## config.mk

```make
export PLATFORM = sky130hd
export DESIGN_NAME = ex_pipe_top
export DESIGN_NICKNAME = d
export VERILOG_FILES = /design/src/verilog/ex_pkg.sv /design/src/verilog/alu.sv /design/src/verilog/ex_stage.sv /design/src/verilog/mul_unit.sv /design/src/verilog/mem_stage.sv /design/src/verilog/ex_pipe_top.sv
export SDC_FILE = /design/constraint.sdc
export NUM_CORES = 2
export LEC_CHECK = 0
export BUFFER_PORTS_ARGS = -buffer_cell sky130_fd_sc_hd__buf_2
export CAP_MARGIN = 15
export CORE_ASPECT_RATIO = 0.75
export CORE_MARGIN = 4
export CORE_UTILIZATION = 59
export DETAILED_ROUTE_END_ITERATION = 6
export PLACE_DENSITY = 0.76
export SLEW_MARGIN = 5
export SYNTH_ARGS = -nofsm -noshare
export SYNTH_HDL_FRONTEND = slang
export SYNTH_SLANG_ARGS = --single-unit
export TNS_END_PERCENT = 1
```

## constraint.sdc

```tcl
create_clock -name clk -period 10.7 [get_ports clk]
set_input_delay 1.07 -clock clk [delete_from_list [all_inputs] [get_ports clk]]
set_output_delay 1.07 -clock clk [all_outputs]
set_load 0.02 [all_outputs]
```

## src/verilog/ex_pkg.sv

```systemverilog
package ex_pkg;

	// ****************************************
	// ALU operation, one-hot
	// ****************************************
	localparam int ALU_OP_W = 12;

	localparam int ALU_ADD  = 0;
	localparam int ALU_SUB  = 1;
	localparam int ALU_SLT  = 2;
	localparam int ALU_SLTU = 3;
	localparam int ALU_AND  = 4;
	localparam int ALU_NOR  = 5;
	localparam int ALU_OR   = 6;
	localparam int ALU_XOR  = 7;
	localparam int ALU_SLL  = 8;
	localparam int ALU_SRL  = 9;
	localparam int ALU_SRA  = 10;
	localparam int ALU_LUI  = 11;

	// ****************************************
	// Memory access size and kind
	// ****************************************
	localparam int MEM_OP_W = 8;

	localparam int MEM_LDB  = 0;
	localparam int MEM_LDH  = 1;
	localparam int MEM_LDW  = 2;
	localparam int MEM_STB  = 3;
	localparam int MEM_STH  = 4;
	localparam int MEM_STW  = 5;
	localparam int MEM_LDHU = 6;
	localparam int MEM_LLW  = 7;

	// Multiply codes.
	localparam int MUL_OP_W = 3;

	localparam logic [MUL_OP_W-1:0] MUL_LO  = 3'b001; // Low product word.
	localparam logic [MUL_OP_W-1:0] MUL_HI  = 3'b010; // Signed high word.
	localparam logic [MUL_OP_W-1:0] MUL_HIU = 3'b100; // Unsigned high word.

	localparam int ECODE_W = 6;
	localparam logic [ECODE_W-1:0] ECODE_ALE = 6'h09;

endpackage

```

## src/verilog/alu.sv

```systemverilog
`timescale 1ns/1ps

module alu import ex_pkg::*; (
	input  logic [ALU_OP_W-1:0] alu_op,
	input  logic [31:0]         src1,
	input  logic [31:0]         src2,
	output logic [31:0]         result
);

	logic [31:0] add_res;
	logic [31:0] sub_res;
	logic [31:0] slt_res;
	logic [31:0] sltu_res;
	logic [31:0] and_res;
	logic [31:0] nor_res;
	logic [31:0] or_res;
	logic [31:0] xor_res;
	logic [31:0] sll_res;
	logic [31:0] srl_res;
	logic [31:0] sra_res;
	logic [31:0] lui_res;
	logic [4:0]  sa;

	assign sa = src2[4:0]; // Shift amount.

	assign add_res  = src1 + src2;
	assign sub_res  = src1 - src2;
	assign slt_res  = {31'b0, $signed(src1) < $signed(src2)};
	assign sltu_res = {31'b0, src1 < src2};
	assign and_res  = src1 & src2;
	assign nor_res  = ~(src1 | src2);
	assign or_res   = src1 | src2;
	assign xor_res  = src1 ^ src2;
	assign sll_res  = src1 << sa;
	assign srl_res  = src1 >> sa;
	assign sra_res  = $unsigned($signed(src1) >>> sa);
	assign lui_res  = src2; // Immediate comes in already shifted.

	// Only one select bit is set, so the masked terms simply OR together.
	assign result = ({32{alu_op[ALU_ADD]}}  & add_res)
	              | ({32{alu_op[ALU_SUB]}}  & sub_res)
	              | ({32{alu_op[ALU_SLT]}}  & slt_res)
	              | ({32{alu_op[ALU_SLTU]}} & sltu_res)
	              | ({32{alu_op[ALU_AND]}}  & and_res)
	              | ({32{alu_op[ALU_NOR]}}  & nor_res)
	              | ({32{alu_op[ALU_OR]}}   & or_res)
	              | ({32{alu_op[ALU_XOR]}}  & xor_res)
	              | ({32{alu_op[ALU_SLL]}}  & sll_res)
	              | ({32{alu_op[ALU_SRL]}}  & srl_res)
	              | ({32{alu_op[ALU_SRA]}}  & sra_res)
	              | ({32{alu_op[ALU_LUI]}}  & lui_res);

endmodule

```

## src/verilog/ex_stage.sv

```systemverilog
`timescale 1ns/1ps

module ex_stage import ex_pkg::*; #(
	parameter logic [31:0] RESET_PC = 32'h1c00_0000
) (
	input  logic                clk,
	input  logic                rst,

	input  logic                in_valid,
	output logic                in_ready,
	output logic                out_valid,
	input  logic                out_ready,

	input  logic [31:0]         pc,
	input  logic [ALU_OP_W-1:0] alu_op,
	input  logic                src1_is_pc,
	input  logic                src2_is_imm,
	input  logic [31:0]         imm,
	input  logic [31:0]         rj_value,
	input  logic [31:0]         rkd_value,
	input  logic [MEM_OP_W-1:0] mem_op,
	input  logic                res_from_mul,
	input  logic [MUL_OP_W-1:0] mul_op_in,
	input  logic                gr_we,
	input  logic [4:0]          dest,
	input  logic                has_exception,
	input  logic [ECODE_W-1:0]  ecode,
	input  logic                ertn,

	output logic                mul_req_valid,
	input  logic                mul_req_ready,
	output logic [31:0]         mul_src1,
	output logic [31:0]         mul_src2,
	output logic [MUL_OP_W-1:0] mul_op,

	output logic [31:0]         pc_out,
	output logic [31:0]         alu_result_out,
	output logic                res_from_mul_out,
	output logic                gr_we_out,
	output logic [4:0]          dest_out,
	output logic                has_exception_out,
	output logic [ECODE_W-1:0]  ecode_out,
	output logic [31:0]         badv_out,
	output logic                ertn_out
);

	logic        alive;
	logic        discard;
	logic        req_sent;
	logic [31:0] src1;
	logic [31:0] src2;
	logic [31:0] alu_result;
	logic        half_acc;
	logic        word_acc;
	logic        ale;
	logic        exc;
	logic        kill;
	logic        need_mul;
	logic        mul_fire;
	logic        ready_go;
	logic        leave;

	assign src1 = src1_is_pc  ? pc  : rj_value;
	assign src2 = src2_is_imm ? imm : rkd_value;

	alu u_alu (
		.alu_op (alu_op),
		.src1   (src1),
		.src2   (src2),
		.result (alu_result)
	);

	assign half_acc = mem_op[MEM_LDH] | mem_op[MEM_STH] | mem_op[MEM_LDHU];
	assign word_acc = mem_op[MEM_LDW] | mem_op[MEM_STW] | mem_op[MEM_LLW];
	assign ale = half_acc & alu_result[0] | word_acc & (alu_result[1:0] != 2'b00);
	assign exc = has_exception | ale;

	assign kill     = discard & ~ertn; // Leaves as a bubble.
	assign need_mul = res_from_mul & ~exc & ~kill;

	// ****************************************
	// Multiply request and handshake
	// ****************************************
	assign mul_req_valid = in_valid & alive & need_mul & ~req_sent;
	assign mul_src1      = src1;
	assign mul_src2      = src2;
	assign mul_op        = mul_op_in;
	assign mul_fire      = mul_req_valid & mul_req_ready;

	assign ready_go = ~need_mul | req_sent | mul_fire;
	assign in_ready = alive & (~in_valid | ready_go & out_ready);
	assign leave    = in_valid & in_ready;

	always_ff @(posedge clk) begin
		if (rst) begin
			alive    <= 1'b0;
			discard  <= 1'b0;
			req_sent <= 1'b0;
		end else begin
			alive <= 1'b1;
			if (leave) begin
				if (ertn)
					discard <= 1'b0;
				else if (exc)
					discard <= 1'b1;
			end
			// Request already fired while the stage is held downstream.
			if (leave)
				req_sent <= 1'b0;
			else if (mul_fire)
				req_sent <= 1'b1;
		end
	end

	// ****************************************
	// Pipeline register
	// ****************************************
	always_ff @(posedge clk) begin
		if (rst) begin
			out_valid <= 1'b0;
			pc_out    <= RESET_PC;
		end else begin
			if (out_ready)
				out_valid <= leave & ~kill;
			if (leave)
				pc_out <= pc;
		end
	end

	always_ff @(posedge clk) begin
		if (leave) begin
			alu_result_out    <= alu_result;
			res_from_mul_out  <= need_mul;
			gr_we_out         <= gr_we;
			dest_out          <= dest;
			has_exception_out <= exc;
			ecode_out         <= has_exception ? ecode : (ale ? ECODE_ALE : '0);
			badv_out          <= alu_result; // Faulting address.
			ertn_out          <= ertn;
		end
	end

endmodule

```

## src/verilog/mul_unit.sv

```systemverilog
`timescale 1ns/1ps

module mul_unit import ex_pkg::*; (
	input  logic                clk,
	input  logic                rst,

	input  logic                mul_req_valid,
	output logic                mul_req_ready,
	input  logic [31:0]         mul_src1,
	input  logic [31:0]         mul_src2,
	input  logic [MUL_OP_W-1:0] mul_op,

	output logic                mul_resp_valid,
	input  logic                mul_resp_ready,
	output logic [31:0]         mul_result
);

	logic                s1_valid;
	logic [63:0]         s1_prod;
	logic [MUL_OP_W-1:0] s1_op;
	logic                slot_valid;
	logic [31:0]         slot_data;
	logic                slot_free;
	logic                s1_free;
	logic                req_fire;
	logic                sgn;
	logic [65:0]         prod_full;

	assign sgn = (mul_op != MUL_HIU);
	// 33-bit operands cover both signed and unsigned products.
	assign prod_full = $signed({sgn & mul_src1[31], mul_src1}) *
	                   $signed({sgn & mul_src2[31], mul_src2});

	assign slot_free     = ~slot_valid | mul_resp_ready;
	assign s1_free       = ~s1_valid | slot_free;
	assign mul_req_ready = s1_free;
	assign req_fire      = mul_req_valid & mul_req_ready;

	assign mul_resp_valid = slot_valid;
	assign mul_result     = slot_data;

	always_ff @(posedge clk) begin
		if (rst) begin
			s1_valid   <= 1'b0;
			slot_valid <= 1'b0;
		end else begin
			if (s1_free)
				s1_valid <= mul_req_valid;
			if (slot_free)
				slot_valid <= s1_valid; // Result held until taken.
		end
	end

	always_ff @(posedge clk) begin
		if (req_fire) begin
			s1_prod <= prod_full[63:0];
			s1_op   <= mul_op;
		end
		if (slot_free & s1_valid)
			slot_data <= (s1_op == MUL_LO) ? s1_prod[31:0] : s1_prod[63:32];
	end

endmodule

```

## src/verilog/mem_stage.sv

```systemverilog
`timescale 1ns/1ps

module mem_stage import ex_pkg::*; #(
	parameter logic [31:0] RESET_PC = 32'h1c00_0000
) (
	input  logic               clk,
	input  logic               rst,

	input  logic               in_valid,
	output logic               in_ready,
	input  logic [31:0]        pc,
	input  logic [31:0]        alu_result,
	input  logic               res_from_mul,
	input  logic               gr_we,
	input  logic [4:0]         dest,
	input  logic               has_exception,
	input  logic [ECODE_W-1:0] ecode,
	input  logic [31:0]        badv,
	input  logic               ertn,

	input  logic               mul_resp_valid,
	output logic               mul_resp_ready,
	input  logic [31:0]        mul_result,

	output logic               wb_valid,
	input  logic               wb_ready,
	output logic [31:0]        wb_pc,
	output logic               wb_we,
	output logic [4:0]         wb_dest,
	output logic [31:0]        wb_data,
	output logic               wb_exc,
	output logic [ECODE_W-1:0] wb_ecode,
	output logic [31:0]        wb_badv,
	output logic               wb_ertn
);

	logic        valid;
	logic        mul_r;
	logic        mul_done;
	logic [31:0] data_r;
	logic        we_r;
	logic        ready_go;
	logic        fire_in;
	logic        resp_fire;

	// Multiply result can retire in the same cycle it arrives.
	assign ready_go  = ~mul_r | mul_done | mul_resp_valid;
	assign wb_valid  = valid & ready_go;
	assign in_ready  = ~valid | wb_valid & wb_ready;
	assign fire_in   = in_valid & in_ready;

	assign mul_resp_ready = valid & mul_r & ~mul_done;
	assign resp_fire      = mul_resp_valid & mul_resp_ready;

	assign wb_data = (mul_r & ~mul_done) ? mul_result : data_r;
	assign wb_we   = we_r & ~wb_exc; // No write for a faulting instruction.

	always_ff @(posedge clk) begin
		if (rst) begin
			valid    <= 1'b0;
			mul_done <= 1'b0;
			wb_pc    <= RESET_PC;
		end else begin
			if (in_ready)
				valid <= in_valid;
			if (fire_in) begin
				wb_pc    <= pc;
				mul_done <= 1'b0;
			end else if (resp_fire) begin
				mul_done <= 1'b1;
			end
		end
	end

	always_ff @(posedge clk) begin
		if (fire_in) begin
			data_r   <= alu_result;
			mul_r    <= res_from_mul;
			we_r     <= gr_we;
			wb_dest  <= dest;
			wb_exc   <= has_exception;
			wb_ecode <= ecode;
			wb_badv  <= badv;
			wb_ertn  <= ertn;
		end else if (resp_fire) begin
			data_r <= mul_result; // Merge the product.
		end
	end

endmodule

```

## src/verilog/ex_pipe_top.sv

```systemverilog
`timescale 1ns/1ps

module ex_pipe_top import ex_pkg::*; #(
	parameter logic [31:0] RESET_PC = 32'h1c00_0000
) (
	input  logic                clk,
	input  logic                rst,

	input  logic                in_valid,
	output logic                in_ready,
	input  logic [31:0]         pc,
	input  logic [ALU_OP_W-1:0] alu_op,
	input  logic                src1_is_pc,
	input  logic                src2_is_imm,
	input  logic [31:0]         imm,
	input  logic [31:0]         rj_value,
	input  logic [31:0]         rkd_value,
	input  logic [MEM_OP_W-1:0] mem_op,
	input  logic                res_from_mul,
	input  logic [MUL_OP_W-1:0] mul_op,
	input  logic                gr_we,
	input  logic [4:0]          dest,
	input  logic                has_exception,
	input  logic [ECODE_W-1:0]  ecode,
	input  logic                ertn,

	output logic                wb_valid,
	input  logic                wb_ready,
	output logic [31:0]         wb_pc,
	output logic                wb_we,
	output logic [4:0]          wb_dest,
	output logic [31:0]         wb_data,
	output logic                wb_exc,
	output logic [ECODE_W-1:0]  wb_ecode,
	output logic [31:0]         wb_badv,
	output logic                wb_ertn
);

	logic                ex_valid;
	logic                mem_ready;
	logic [31:0]         ex_pc;
	logic [31:0]         ex_alu_result;
	logic                ex_res_from_mul;
	logic                ex_gr_we;
	logic [4:0]          ex_dest;
	logic                ex_exc;
	logic [ECODE_W-1:0]  ex_ecode;
	logic [31:0]         ex_badv;
	logic                ex_ertn;

	logic                mul_req_valid;
	logic                mul_req_ready;
	logic [31:0]         mul_src1;
	logic [31:0]         mul_src2;
	logic [MUL_OP_W-1:0] ex_mul_op;
	logic                mul_resp_valid;
	logic                mul_resp_ready;
	logic [31:0]         mul_result;

	ex_stage #(
		.RESET_PC (RESET_PC)
	) u_ex_stage (
		.clk               (clk),
		.rst               (rst),
		.in_valid          (in_valid),
		.in_ready          (in_ready),
		.out_valid         (ex_valid),
		.out_ready         (mem_ready),
		.pc                (pc),
		.alu_op            (alu_op),
		.src1_is_pc        (src1_is_pc),
		.src2_is_imm       (src2_is_imm),
		.imm               (imm),
		.rj_value          (rj_value),
		.rkd_value         (rkd_value),
		.mem_op            (mem_op),
		.res_from_mul      (res_from_mul),
		.mul_op_in         (mul_op),
		.gr_we             (gr_we),
		.dest              (dest),
		.has_exception     (has_exception),
		.ecode             (ecode),
		.ertn              (ertn),
		.mul_req_valid     (mul_req_valid),
		.mul_req_ready     (mul_req_ready),
		.mul_src1          (mul_src1),
		.mul_src2          (mul_src2),
		.mul_op            (ex_mul_op),
		.pc_out            (ex_pc),
		.alu_result_out    (ex_alu_result),
		.res_from_mul_out  (ex_res_from_mul),
		.gr_we_out         (ex_gr_we),
		.dest_out          (ex_dest),
		.has_exception_out (ex_exc),
		.ecode_out         (ex_ecode),
		.badv_out          (ex_badv),
		.ertn_out          (ex_ertn)
	);

	mul_unit u_mul_unit (
		.clk            (clk),
		.rst            (rst),
		.mul_req_valid  (mul_req_valid),
		.mul_req_ready  (mul_req_ready),
		.mul_src1       (mul_src1),
		.mul_src2       (mul_src2),
		.mul_op         (ex_mul_op),
		.mul_resp_valid (mul_resp_valid),
		.mul_resp_ready (mul_resp_ready),
		.mul_result     (mul_result)
	);

	mem_stage #(
		.RESET_PC (RESET_PC)
	) u_mem_stage (
		.clk            (clk),
		.rst            (rst),
		.in_valid       (ex_valid),
		.in_ready       (mem_ready),
		.pc             (ex_pc),
		.alu_result     (ex_alu_result),
		.res_from_mul   (ex_res_from_mul),
		.gr_we          (ex_gr_we),
		.dest           (ex_dest),
		.has_exception  (ex_exc),
		.ecode          (ex_ecode),
		.badv           (ex_badv),
		.ertn           (ex_ertn),
		.mul_resp_valid (mul_resp_valid),
		.mul_resp_ready (mul_resp_ready),
		.mul_result     (mul_result),
		.wb_valid       (wb_valid),
		.wb_ready       (wb_ready),
		.wb_pc          (wb_pc),
		.wb_we          (wb_we),
		.wb_dest        (wb_dest),
		.wb_data        (wb_data),
		.wb_exc         (wb_exc),
		.wb_ecode       (wb_ecode),
		.wb_badv        (wb_badv),
		.wb_ertn        (wb_ertn)
	);

endmodule

```

# Yosys cells after proc, flatten, opt, wreduce, memory -nomap -nowiden
# Cells that the tools add are included.
# totals
register_bits	297
inputBits	172
output_inout_bits	112
wordCells	132
# classes
addsub	2
mul	1
n_lt_le_gt_ge	2
eq_ne	2
shift	3
mux	11
bitwise_logic	77
reduce_logical	6
# ops
cell	count
$or 32x32->32	12
$and 32x32->32	11
$mux 32	6
$and 32x1->32	2
$lt 32x32->1	2
$mul 33x33->64	1
$add 32x32->32	1
$not 32->32	1
$shl 32x5->32	1
$shr 32x5->32	1
$sshr 32x5->32	1
$sub 32x32->32	1
$xor 32x32->32	1
$and 1x1->1	24
$or 1x1->1	14
$not 1->1	12
$mux 6	1
$reduce_bool 2->1	3
$mux 4	1
$reduce_or 2->1	2
$eq 3x1->1 const B	1
$mux 1	3
$ne 3x3->1 const B	1
$reduce_and 2->1	1

# Longest topological paths before layout
# logic_depth
ltp_word	30
depth_mapped	36
mapped_depth_nobuf	30

# Hierarchy
# Synthesis repeated with hierarchy kept, for this count alone.
# unflattened
hier_cells	6298
hier_area_um2	59280.6
# modules_own_cells
mod	n_inst	cells_each	area_each_um2	seq_area_each_um2
mul_unit	1	4307	41094.4	3012.9
alu	1	1309	9105.0	0.0
mem_stage	1	307	4705.8	3052.9
ex_stage	1	375	4375.4	2132.0

# Worst setup path before layout
# Ideal clock, no wire load.
# synth_timing
path_type	input to register
startpoint	input src2_is_imm
endpoint	register u_mul_unit.s1_prod[63], data pin
setup_ns	0.260
t_arrival_ns	9.994
required_time_ns	10.440
slack_ns	0.446
stages	30
n_path_buf	5
path_cell_list	buf_6 buf_2 buf_1 buf_2 mux2i_1 clkinv_1 nand2_1 inv_1 fa_1 inv_1 fa_1 inv_1 fa_1 inv_1 fa_1 fa_1 fa_1 fa_1 fa_1 inv_1 ha_1 clkbuf_1 nand3_1 nor2_1 nand2_1 a2111oi_0 nor2_1 o2111ai_1 a21oi_1 xnor2_1
# synth_between
elab_chain_cells	3
# synth_lines
element	line	text
from (decl)	ex_pipe_top.sv:14	input logic src2_is_imm,
$mux 32 (*)	ex_stage.sv:64	assign src2 = src2_is_imm ? imm : rkd_value;
$and 1x1->1	mul_unit.sv:32	$signed({sgn & mul_src2[31], mul_src2});
$mul 33x33->64 (*)	mul_unit.sv:31	assign prod_full = $signed({sgn & mul_src1[31], mul_src1}) *
named net u_mul_unit.prod_full[63]	mul_unit.sv:27	logic [65:0] prod_full;
to (signal assigned)	mul_unit.sv:56	s1_prod <= prod_full[63:0];
to (decl)	mul_unit.sv:19	logic [63:0] s1_prod;
# The timed path passes the listed nets; every way through them passes the cells marked *.
# A chain may end at the register's enable or synchronous reset.

# Worst setup path after layout
# layout_timing
startpoint	input src2_is_imm
endpoint	register u_mul_unit.s1_prod[58], data pin
# Same word-level chain as after synthesis.

==> impl_metrics.csv <==
group,metric,value,unit
floorplan,die_w,367,um
sta,skew,0.0448,ns
synthesis,synthSimpleGateAreaFrac,13.4,%
sta,report.final.slew_viol_count,0,
synthesis,synth_most_common_cell,"inv_1",
critical_path,start_kind,"input port",
routing,firstDrtPassIters,7,
grt,grt_pass1_vias,49193,
clock_tree,cts.sinks,297,
critical_path,crit_top_cell,"fa_1",
synthesis,synth-seq-cells,297,
sta,max_slew.worst_pin.slew,1.27,ns
critical_path,cp_slowest_cell,"inv_1",
cells_and_area,area_growth,9.08,%
synthesis,synth_seq_area_share,14.3,%
routing,drtIter0Drc,6392,
sta,fin_ws,0.584,ns
placement,port_buffers,281,
sta,setup_violations,0,
synthesis,synth_edf_count,225,
floorplan,die-area,0.102,mm2
placement,gp_congestion,1.09,
clock_tree,cts_setup_buffers,0,
critical_path,cp.required,11.11,ns
sta,fmax,98.8,MHz
synthesis,ys_warn_count,0,
clock_tree,cts_resized,0,
synthesis,synthAdderAreaFrac,46.2,%
synthesis,synthMuxAreaShare,4.54,%
cells_and_area,stdcell_count,8027,
sta,fin_crit_sh,94.5,%
routing,via_per_inst,6.09,
cells_and_area,nets,8298,
floorplan,rows,98,
synthesis,synthTopCellsByArea,"fa_1 39%, edfxtp_1 12%, inv_1 8.4%",
clock_tree,cts_max_level,1,
clock_tree,ctsHoldBuffers,0,
placement,dp.cells,7958,
flow_run,cap_viol_max_count,0,
clock_tree,cts_buffers,29,
sta,hold_violations,0,
synthesis,yosysTopAreaCell,"fa_1",
placement,dpl_worst_slack,0.214,ns
synthesis,synth_common_cells,"1283 x inv_1, 1216 x nand2_1, 1127 x fa_1",
sta,period_needed,10.12,ns
clock_tree,cts_tree,"done",
routing,wl,218000,um
sta,slew_headroom,14.5,%
grt,overflow,0,
synthesis,synth_top_family_by_area,"adder cells",
clock_tree,clock_latency,0.63,ns
cells_and_area,fill_cells,7883,
clock_tree,cts.path.max_buffers,3,
critical_path,cp.arrival,10.53,ns
grt,grt_antenna_before_repair,27,
synthesis,synth_compound_area_share,9.01,%
grt,groute.usage.overall,42.9,%
synthesis,netlist_area,0.0572,mm2
synthesis,syn_inst,6426,
synthesis,syn_nets,8034,
grt,grt_max_degree,66,
run_status,violations,"design-rule violations",
placement,hpwl,177000,um
grt,grt_pass1_wl,321000,um
synthesis,ys_types,87,
critical_path,cp_max_fo,26,
routing,drtAntennaViolNets,0,
clock_tree,clkSlewWorstSetupHoldPaths,0.06,ns
clock_tree,cts_root_buf,"clkbuf_16",
floorplan,core,0.0958,mm2
worst_hold_path,hp-class,"flop to flop",
critical_path,critical_path_class,"input port to flop",
sta,fin_tns_setup,0,ns
synthesis,synthFlopType,"edfxtp_1",
synthesis,synth_top_area_share,39.5,%
synthesis,async_reset_ff_share,0,%
sta,rsz0062_at_grt,"no",
synthesis,avgSynthCellArea,8.90,um2
routing,post_drt_wl_per_cell,27.2,um
floorplan,ios,284,
critical_path,slowest_delay,0.55,ns
critical_path,end_kind,"flop",
routing,drc,1,
cells_and_area,drive_gt1_share,11.4,%
synthesis,synthXorXnorAreaFrac,1.26,%
run_status,run_status,"complete, but fails checks",
floorplan,start_util,59.7,%
routing,dr_total_vias,48854,
floorplan,fp.dieH,278,um
==> cells in the final DEF, fill, tap and decap left out, drive strengths merged, types with 62 or more instances in the layout <==
cell,n
inv,1306
nand2,1216
fa,1127
buf,588
nor2,510
ha,309
edfxtp,225
a21oi,195
mux2i,193
o21ai,153
dfxtp,72
xnor2,62
==> per-layer routing <==
layer | part of all wire, % | vias to the layer above | global-route usage, %
li1 | - | 20402 | -
met1 | 35 | 24071 | 54.5
met2 | 41 | 3585 | 60.1
met3 | 17 | 766 | 21.0
met4 | 7.2 | 30 | 23.5
met5 | 0.097 | - | 0.281
==> flip-flops by register name (all words and copies together) (netlist names), 3 cells and up <==
register and flops:
u_mem_stage.data_r 32, u_ex_stage.pc_out 32, u_mul_unit.s1_prod 64, u_mul_unit.s1_op 3
u_mem_stage.wb_dest 5, u_ex_stage.alu_result_out 32, u_mul_unit.mul_result 32, u_mem_stage.wb_pc 32
u_mem_stage.wb_badv 32, u_ex_stage.ecode_out 6, u_mem_stage.wb_ecode 6, u_ex_stage.dest_out 5
==> stage by stage <==
stage,hold WS (ns),area [um2],util (%)
after floorplan,0.400,57200,-
after global placement,0.401,61400,64.1
after detailed placement,0.405,61400,64.1
after CTS,0.415,62300,65.0
after global routing,0.424,62300,65.1
final,0.412,62300,65.1
==> path summary, 6_finish.rpt <==
| check | slack [ns] | depth (start not counted) | to | startpoint |
|---|---|---|---|---|
| worst max-delay path | 0.58 | 32 | u_mul_unit.s1_prod[58] | src2_is_imm |
| worst min-delay path | 0.41 | 0 | u_mem_stage.mul_r | u_ex_stage.res_from_mul_out |
| worst max register to register | 7.32 | 7 | u_ex_stage.alu_result_out[16] | u_mem_stage.mul_r |
| worst min register to register | 0.41 | 0 | u_mem_stage.mul_r | u_ex_stage.res_from_mul_out |
==> logic make-up (layout without fill, tap and decap cells) <==
| kind of cell | count (synthesis) | in the layout |
|---|---|---|
| simple gates | 1932 | 1932 |
| buf+inv | 1670 | 1957 |
| fa+ha+maj | 1436 | 1436 |
| compound gates | 770 | 770 |
| flops | 297 | 297 |
| mux | 239 | 239 |
| xor+xnor | 82 | 82 |
| other cells | 0 | 14 |
==> layout make-up <==
class / count / area (um2) / share of cell area, %
diodes: 14 / 35.0 / 0.0562
clock buffers: 44 / 792 / 1.27
clock inverters: 10 / 101 / 0.163
inverters: 1315 / 4940 / 7.92
multi-input cells: 4459 / 42700 / 68.5
flip-flops and latches: 297 / 8200 / 13.1
well taps: 1300 / 1630 / 2.61
repair buffers: 588 / 3920 / 6.29
==> critical path, delay by kind of cell <==
kind,cells,cell delay (ns)
AND/OR/NAND/NOR,3,0.69
adder cells (fa/ha/maj),9,4.22
buffers and inverters,11,2.32
multiplexers,2,0.54
AO/OA/AOI/OAI,7,1.62
Power is left out: the tool's default activity adds up to more than one toggle a clock period on the data nets, which glitch-free logic cannot reach.
